===== config.mk =====
export PLATFORM = sky130hd
export DESIGN_NAME = ping_pong_counter
export DESIGN_NICKNAME = d
export VERILOG_FILES = /design/src/source/counter_pkg.sv /design/src/source/display_pkg.sv /design/src/source/display_scanner.sv /design/src/source/input_debouncer.sv /design/src/source/ping_pong_core.sv /design/src/source/ping_pong_counter.sv /design/src/source/tick_generator.sv
export SDC_FILE = /design/constraint.sdc
export NUM_CORES = 1
export LEC_CHECK = 0
export CAP_MARGIN = 30
export CORE_ASPECT_RATIO = 1.2
export CORE_MARGIN = 1.5
export CORE_UTILIZATION = 30
export DETAILED_ROUTE_END_ITERATION = 7
export DONT_BUFFER_PORTS = 1
export GPL_ROUTABILITY_DRIVEN = 0
export PLACE_DENSITY_LB_ADDON = 0.12
export SLEW_MARGIN = 10
export SYNTH_ARGS = -nofsm -noshare
export SYNTH_HDL_FRONTEND = slang
export SYNTH_SLANG_ARGS = --single-unit

===== constraint.sdc =====
create_clock -name clk -period 3.9 [get_ports clk]
set_clock_uncertainty 0.1 [all_clocks]
set_input_delay 0.78 -clock clk [delete_from_list [all_inputs] [get_ports clk]]
set_output_delay 0.78 -clock clk [all_outputs]
set_load 0.1 [all_outputs]

===== src/source/counter_pkg.sv =====
`default_nettype none

package counter_pkg;

    // ****************************************
    // Timing constants, kept small for simulation.
    // ****************************************
    localparam int COUNT_WIDTH       = 4;
    localparam int COUNT_TICK_PERIOD = 16;
    localparam int DEBOUNCE_DEPTH    = 4;

    // ****************************************
    // Counter types.
    // ****************************************
    typedef logic [COUNT_WIDTH-1:0] count_t;

    typedef enum logic {
        dir_down = 1'b0,
        dir_up   = 1'b1
    } direction_t;

    // Board switches, enable on the top bit.
    typedef struct packed {
        logic   enable;
        count_t max_value;
        count_t min_value;
    } switch_settings_t;

    typedef struct packed {
        count_t     count;
        direction_t direction;
    } counter_state_t;

endpackage

`default_nettype wire


===== src/source/display_pkg.sv =====
`default_nettype none

package display_pkg;

    // ****************************************
    // Scan constants.
    // ****************************************
    localparam int SCAN_TICK_PERIOD = 2;
    localparam int NUM_DIGITS       = 4;

    typedef logic [$clog2(NUM_DIGITS)-1:0] digit_index_t;

    // Both active low.
    typedef logic [6:0] segments_t;
    typedef logic [NUM_DIGITS-1:0] anodes_t;

    localparam segments_t SEGMENTS_OFF = 7'b1111111;
    localparam anodes_t   ANODES_OFF   = 4'b1111;

    // ****************************************
    // Pattern tables.
    // ****************************************
    localparam segments_t DIGIT_PATTERNS [10] = '{
        7'b0000001, 7'b1001111, 7'b0010010, 7'b0000110, 7'b1001100,
        7'b0100100, 7'b0100000, 7'b0001111, 7'b0000000, 7'b0000100
    };

    localparam segments_t ARROW_UP   = 7'b0011101;
    localparam segments_t ARROW_DOWN = 7'b1100011;

    // Leftmost digit first.
    localparam anodes_t ANODE_PATTERNS [NUM_DIGITS] = '{
        4'b0111, 4'b1011, 4'b1101, 4'b1110
    };

endpackage

`default_nettype wire


===== src/source/display_scanner.sv =====
`default_nettype none
`timescale 1ns/10ps

module display_scanner
    import counter_pkg::*;
    import display_pkg::*;
(
    input  logic           clk,
    input  logic           rstn_out,
    input  logic           scan_tick,
    input  counter_state_t state,
    output segments_t      seg,
    output anodes_t        an
);

    digit_index_t digit_idx;
    logic         scanning;
    logic         tens;
    count_t       ones;
    segments_t    seg_next;

    always_ff @(posedge clk) begin
        if (rstn_out) begin
            digit_idx <= '0;
            scanning  <= 1'b0;
        end else if (scan_tick) begin
            digit_idx <= digit_idx + 1'b1;
            scanning  <= 1'b1;
        end
    end

    // Tens and ones split.
    assign tens = (state.count >= count_t'(10));
    assign ones = tens ? state.count - count_t'(10) : state.count;

    always_comb begin
        case (digit_idx)
            2'd0: seg_next = tens ? DIGIT_PATTERNS[1] : DIGIT_PATTERNS[0];
            2'd1: seg_next = DIGIT_PATTERNS[ones];
            default: begin
                seg_next = (state.direction == dir_up) ? ARROW_UP : ARROW_DOWN;
            end
        endcase
    end

    // Dark until the first scan step.
    always_ff @(posedge clk) begin
        if (rstn_out) begin
            seg <= SEGMENTS_OFF;
            an  <= ANODES_OFF;
        end else if (scanning) begin
            seg <= seg_next;
            an  <= ANODE_PATTERNS[digit_idx];
        end
    end

endmodule

`default_nettype wire


===== src/source/input_debouncer.sv =====
`default_nettype none
`timescale 1ns/10ps

module input_debouncer
    import counter_pkg::*;
#(
    parameter type signal_t = logic
) (
    input  logic    clk,
    input  logic    rstn_out,
    input  signal_t raw,
    output signal_t stable
);

    signal_t history [DEBOUNCE_DEPTH];
    logic    all_equal;

    always_ff @(posedge clk) begin
        if (rstn_out) begin
            for (int i = 0; i < DEBOUNCE_DEPTH; i++) begin
                history[i] <= '0;
            end
        end else begin
            history[0] <= raw;
            for (int i = 1; i < DEBOUNCE_DEPTH; i++) begin
                history[i] <= history[i-1];
            end
        end
    end

    // Whole history must agree.
    always_comb begin
        all_equal = 1'b1;
        for (int i = 1; i < DEBOUNCE_DEPTH; i++) begin
            if (history[i] != history[0]) begin
                all_equal = 1'b0;
            end
        end
    end

    always_ff @(posedge clk) begin
        if (rstn_out) begin
            stable <= '0;
        end else if (all_equal) begin
            stable <= history[DEBOUNCE_DEPTH-1];
        end
    end

endmodule

`default_nettype wire


===== src/source/ping_pong_core.sv =====
`default_nettype none
`timescale 1ns/10ps

module ping_pong_core
    import counter_pkg::*;
(
    input  logic             clk,
    input  logic             rstn_out,
    input  logic             count_tick,
    input  logic             flip_level,
    input  switch_settings_t settings,
    output counter_state_t   state
);

    logic           flip_level_q;
    logic           flip_pending;
    logic           first_tick;
    logic           active;
    logic           consume_flip;
    counter_state_t next_state;

    // ****************************************
    // Flip capture.
    // ****************************************
    always_ff @(posedge clk) begin
        if (rstn_out) begin
            flip_level_q <= 1'b0;
            flip_pending <= 1'b0;
        end else begin
            flip_level_q <= flip_level;
            if (flip_level && !flip_level_q) begin
                flip_pending <= 1'b1;
            end else if (consume_flip) begin
                flip_pending <= 1'b0;
            end
        end
    end

    // ****************************************
    // Next count and direction.
    // ****************************************
    assign active = settings.enable
                 && (settings.max_value > settings.min_value)
                 && (state.count >= settings.min_value)
                 && (state.count <= settings.max_value);

    assign consume_flip = count_tick && !first_tick && active && flip_pending;

    always_comb begin
        next_state = state;
        if (first_tick) begin
            next_state.count     = settings.min_value;
            next_state.direction = dir_up;
        end else if (active) begin
            if (flip_pending) begin
                // Reverse first, then step. Stuck at the far bound means no change.
                if (state.direction == dir_up && state.count > settings.min_value) begin
                    next_state.count     = state.count - 1'b1;
                    next_state.direction = dir_down;
                end else if (state.direction == dir_down
                             && state.count < settings.max_value) begin
                    next_state.count     = state.count + 1'b1;
                    next_state.direction = dir_up;
                end
            end else if (state.direction == dir_up) begin
                if (state.count == settings.max_value) begin
                    next_state.count     = settings.max_value - 1'b1;
                    next_state.direction = dir_down;
                end else begin
                    next_state.count = state.count + 1'b1;
                end
            end else begin
                if (state.count == settings.min_value) begin
                    next_state.count     = settings.min_value + 1'b1;
                    next_state.direction = dir_up;
                end else begin
                    next_state.count = state.count - 1'b1;
                end
            end
        end
    end

    always_ff @(posedge clk) begin
        if (rstn_out) begin
            state.count     <= settings.min_value;
            state.direction <= dir_up;
            first_tick      <= 1'b1;
        end else if (count_tick) begin
            state      <= next_state;
            first_tick <= 1'b0;
        end
    end

endmodule

`default_nettype wire


===== src/source/ping_pong_counter.sv =====
`default_nettype none
`timescale 1ns/10ps

module ping_pong_counter
    import counter_pkg::*;
    import display_pkg::*;
(
    input  logic             clk,
    input  logic             rstn_out,
    input  logic             flip_button,
    input  switch_settings_t switches,
    output segments_t        seg,
    output anodes_t          an
);

    logic             count_tick;
    logic             scan_tick;
    logic             flip_level;
    switch_settings_t stable_settings;
    counter_state_t   state;

    tick_generator u_tick_generator (
        .clk        (clk),
        .rstn_out   (rstn_out),
        .count_tick (count_tick),
        .scan_tick  (scan_tick)
    );

    // ****************************************
    // Input conditioning.
    // ****************************************
    input_debouncer #(
        .signal_t (switch_settings_t)
    ) u_settings_debouncer (
        .clk      (clk),
        .rstn_out (rstn_out),
        .raw      (switches),
        .stable   (stable_settings)
    );

    input_debouncer #(
        .signal_t (logic)
    ) u_button_debouncer (
        .clk      (clk),
        .rstn_out (rstn_out),
        .raw      (flip_button),
        .stable   (flip_level)
    );

    ping_pong_core u_core (
        .clk        (clk),
        .rstn_out   (rstn_out),
        .count_tick (count_tick),
        .flip_level (flip_level),
        .settings   (stable_settings),
        .state      (state)
    );

    display_scanner u_scanner (
        .clk       (clk),
        .rstn_out  (rstn_out),
        .scan_tick (scan_tick),
        .state     (state),
        .seg       (seg),
        .an        (an)
    );

endmodule

`default_nettype wire


===== src/source/tick_generator.sv =====
`default_nettype none
`timescale 1ns/10ps

module tick_generator
    import counter_pkg::*;
    import display_pkg::*;
(
    input  logic clk,
    input  logic rstn_out,
    output logic count_tick,
    output logic scan_tick
);

    localparam int TICK_PERIODS [2] = '{COUNT_TICK_PERIOD, SCAN_TICK_PERIOD};

    logic [1:0] ticks;

    // One wrapping counter per tick, pulse on the wrap.
    for (genvar i = 0; i < 2; i++) begin : gen_tick
        localparam int PERIOD = TICK_PERIODS[i];
        localparam int WIDTH  = $clog2(PERIOD);

        logic [WIDTH-1:0] cnt;
        logic             tick;

        always_ff @(posedge clk) begin
            if (rstn_out) begin
                cnt  <= '0;
                tick <= 1'b0;
            end else if (cnt == WIDTH'(PERIOD - 1)) begin
                cnt  <= '0;
                tick <= 1'b1;
            end else begin
                cnt  <= cnt + 1'b1;
                tick <= 1'b0;
            end
        end

        assign ticks[i] = tick;
    end

    assign count_tick = ticks[0];
    assign scan_tick  = ticks[1];

endmodule

`default_nettype wire


==> metrics.md <==
| Metric | Value |
|---|---|
| Status | finished clean |
| Register area share after synthesis | 42.2% |
| Crit start category | flop |
| Fraction of layout cells with a size suffix above 1 | 5.23% |
| Initial Util | a little under a third |
| Fin. Hold Viols | 0 |
| Pwr Total | around 1.9 mW |
| DIE AREA | between 10000 and 15000 µm² |
| Post CTS Setup Buffer Count | 0 |
| Avg Vias per Cell | about 4.8 |
| Drt wl/cell | around 14 µm |
| DRT Pass-1 Iters | 4 |
| Core Area | 12600 µm² |
| Fin nets | 457 |
| DR vias | ~2800 |
| Fin crit share | slightly above 80% |
| Syn. warnings | 0 |
| Mapped Cells | ~420 |
| Clock network latency to the later pin of the worst-skew pair | between 0.3 and 0.4 ns |
| Number of buffers added on ports | 0 |
| Maximum VDD drop | roughly 0.00022 V |
| Clock share of power | around 45% |
| Reg clk slew, reported paths | about 0.06 ns |
| Setup-failing EPs final | 0 |
| Util after Layout | ~34% |
| Vias in the first global route | between 2000 and 3000 |
| Class of the most critical setup path | reg2reg |
| Max_cap viols | 0 |
| TritonCTS clock tree | yes |
| Post-Route WL | a little under 8000 µm |
| Critical path arrival | 3.08 ns |
| Ports | 23 |
| Pint | roughly 1.4 mW |
| Sw power | ~430 µW |
| Root Buffer | clkbuf_16 |
| Area Growth Syn to Fin | 11.5% |
| First-pass GRT wire length | 13200 µm |
| Syn Nets | 462 |
| Reg2Reg Setup Slack | 0.76 ns |
| Setup_tns | 0 ns |
| Post-Place Setup Slack | 0.818 ns |
| RSZ-0062 raised after global routing | false |
| Syn Area/Cell | ~9 µm² |
| Global Route Usage Sum | 12.5% |
| # DRC | 0 |
| Synth unique cells | 56 |
| Worst slew pin tran | ~1 ns |
| Max Clk Rate | ~0.32 GHz |
| EDFF count, synth | 4 |
| Antenna-violating nets left | 0 |
| Starting DRT DRC Count | around 130 |
| Clock Path Buffers | 2 |
| Minimum clock period after layout | ~3.1 ns |
| Initial antenna violation count | 0 |
| Dpl hpwl | about 5700 µm |
| Dpl cell area | 3980 µm² |
| Pwr/cell area | ~440 nW/µm² |
| Share of power burned in registers | a little under 50% |
| Max-slew violation count | 0 |
| Die height | around 130 µm |
| CTS Hold Bufs | 0 |
| Synthesized area | approximately 3800 µm² |
| Static leakage | between 1.5 and 2 nW |
| H-tree depth | 3 |
| Horiz. Die Dim | around 110 µm |
| Asr flop ratio synth | 0% |
| Max-slew headroom | between 30% and 40% |
| Cts bufs inserted | 9 |
| Switch share | 22.8% |
| Post-cts resize count | 0 |
| Largest net degree at the start of global routing | 83 |
| Worst setup EP type | flop |
| Std cell rows | 45 |
| Final instance area | 4290 µm² |
| Grt ovf | 0 |
| Critical Path RT | 3.84 ns |
| Crit-path max FO | 16 |
| Final worst-path setup slack | 0.762 ns |
| Comb power frac | 6.2% |
| # diodes | 0 |
| Top FF cell, synth | dfxtp_1 |
| Number of synthesized register bits | just under 80 |
| Hold WC Path Type | reg2reg |
| Clock sink count | 79 |
-- path summary, 6_finish.rpt --
| kind | startpoint | endpoint | cells past startpoint |
|---|---|---|---|
| max | u_core.state[4] | u_core.state[2] | 7 |
| min | u_tick_generator.gen_tick[1].cnt | u_tick_generator.gen_tick[1].cnt | 1 |
| max reg2reg | u_core.state[4] | u_core.state[2] | 7 |
| min reg2reg | u_tick_generator.gen_tick[1].cnt | u_tick_generator.gen_tick[1].cnt | 1 |
-- cell families (layout without fill, tap and decap cells) --
| group | count (synthesis) | count (layout) | share of synthesized area (%) |
|---|---|---|---|
| and+or+nand+nor | 158 | 158 | 21.9 |
| AOI/OAI and AO/OA | 85 | 85 | 14.0 |
| xor gates and xnor gates | 22 | 22 | 5.01 |
| adders and majority gates | 27 | 27 | 8.79 |
| DFF | 79 | 79 | 42.2 |
| muxes | 14 | 14 | 3.68 |
| buffers and inverters | 38 | 36 | 4.33 |
-- placed cells by master, fill, tap and decap left out, types with 3 or more instances in the layout --
cell type  instances
a211oi_1           4
a21oi_1           23
a31oi_1            3
and3_1             4
buf_4              4
clkbuf_16         10
dfxtp_1           75
edfxtp_1           4
ha_1              27
inv_1             18
mux2i_1           13
nand2_1           27
nand2b_1           9
nand3_1            8
nand4_1            5
nor2_1            31
nor2b_1           45
nor3_1            11
nor3b_1            3
o21ai_0           23
o31ai_1            4
or3_1              4
xnor2_1           16
xor2_1             6
-- flip-flops by register name, indices dropped and copies added (netlist names) --
register	flops
u_settings_debouncer.history	36
u_settings_debouncer.stable	9
u_scanner.seg	7
u_core.state	5
u_tick_generator.gen_tick.cnt	5
u_button_debouncer.history	4
u_scanner.an	4
u_scanner.digit_idx	2
u_button_debouncer.stable	1
u_core.first_tick	1
u_core.flip_level_q	1
u_core.flip_pending	1
u_scanner.scanning	1
u_tick_generator.count_tick	1
u_tick_generator.scan_tick	1
-- per-layer routing --
layer,track usage (%),routed length [µm],vias to the layer above
met2,19.2,3530,39
met3,2.45,210,22
met4,7.79,285,0
li1,-,-,1462
met1,16.2,3910,1257
met5,0,0,-
-- power groups by stage --
stage	registers (mW)	clock network [mW]	logic (mW)
after detailed placement	0.924	0	0.117
after global routing	0.910	0.906	0.133
final	0.906	0.848	0.117
after floorplan	0.914	0	0.109
after global placement	0.924	0	0.116
after CTS	0.906	0.879	0.118
-- layout make-up --
cell class / instances / area [µm²]
multi-input combinational: 306 / 2050
fill: 1318 / 8270
clock inverter: 2 / 38.8
sequential: 79 / 1620
clock buffer: 12 / 268
tap: 164 / 205
inverter: 18 / 67.6
timing repair buffer: 4 / 30.0
-- critical path, stage by stage, from the launching register on --
cell       delay [ns]
edfxtp_1         0.68
ha_1             0.37
nand4_2          0.20
nand2_1          0.10
a21oi_1          0.41
a211oi_1         0.10
a2111oi_0        0.60
or2_2            0.27
-- through the flow --
| step | instances | hold WS [ns] |
|---|---|---|
| 2_1_floorplan | 423 | 0.279 |
| 5_1_grt | 585 | 0.340 |
| 3_3_place_gp | 571 | 0.287 |
| 4_1_cts | 585 | 0.296 |
| 6_report | 585 | 0.299 |
| 3_5_place_dp | 571 | 0.288 |
-- cells in the mapped netlist, drive strengths merged, types with 3 or more instances --
master / instances / area [µm²]
edfxtp: 4 / 120
or3: 5 / 32.5
ha: 27 / 338
o21ai: 23 / 115
dfxtp: 75 / 1500
clkbuf: 15 / 56.3
mux2i: 13 / 130
nor3: 12 / 65.1
a31oi: 3 / 18.8
nand2: 27 / 101
buf: 5 / 42.5
nand4: 6 / 43.8
a21oi: 23 / 115
nand3: 8 / 40.0
inv: 18 / 67.6
o31ai: 4 / 30.0
nor2b: 45 / 282
nor3b: 3 / 22.5
a211oi: 4 / 30.0
nand2b: 9 / 56.3
xnor2: 16 / 140
xor2: 6 / 52.6
nor2: 31 / 116
and3: 4 / 25.0
Power figures use the tool's default switching activity.
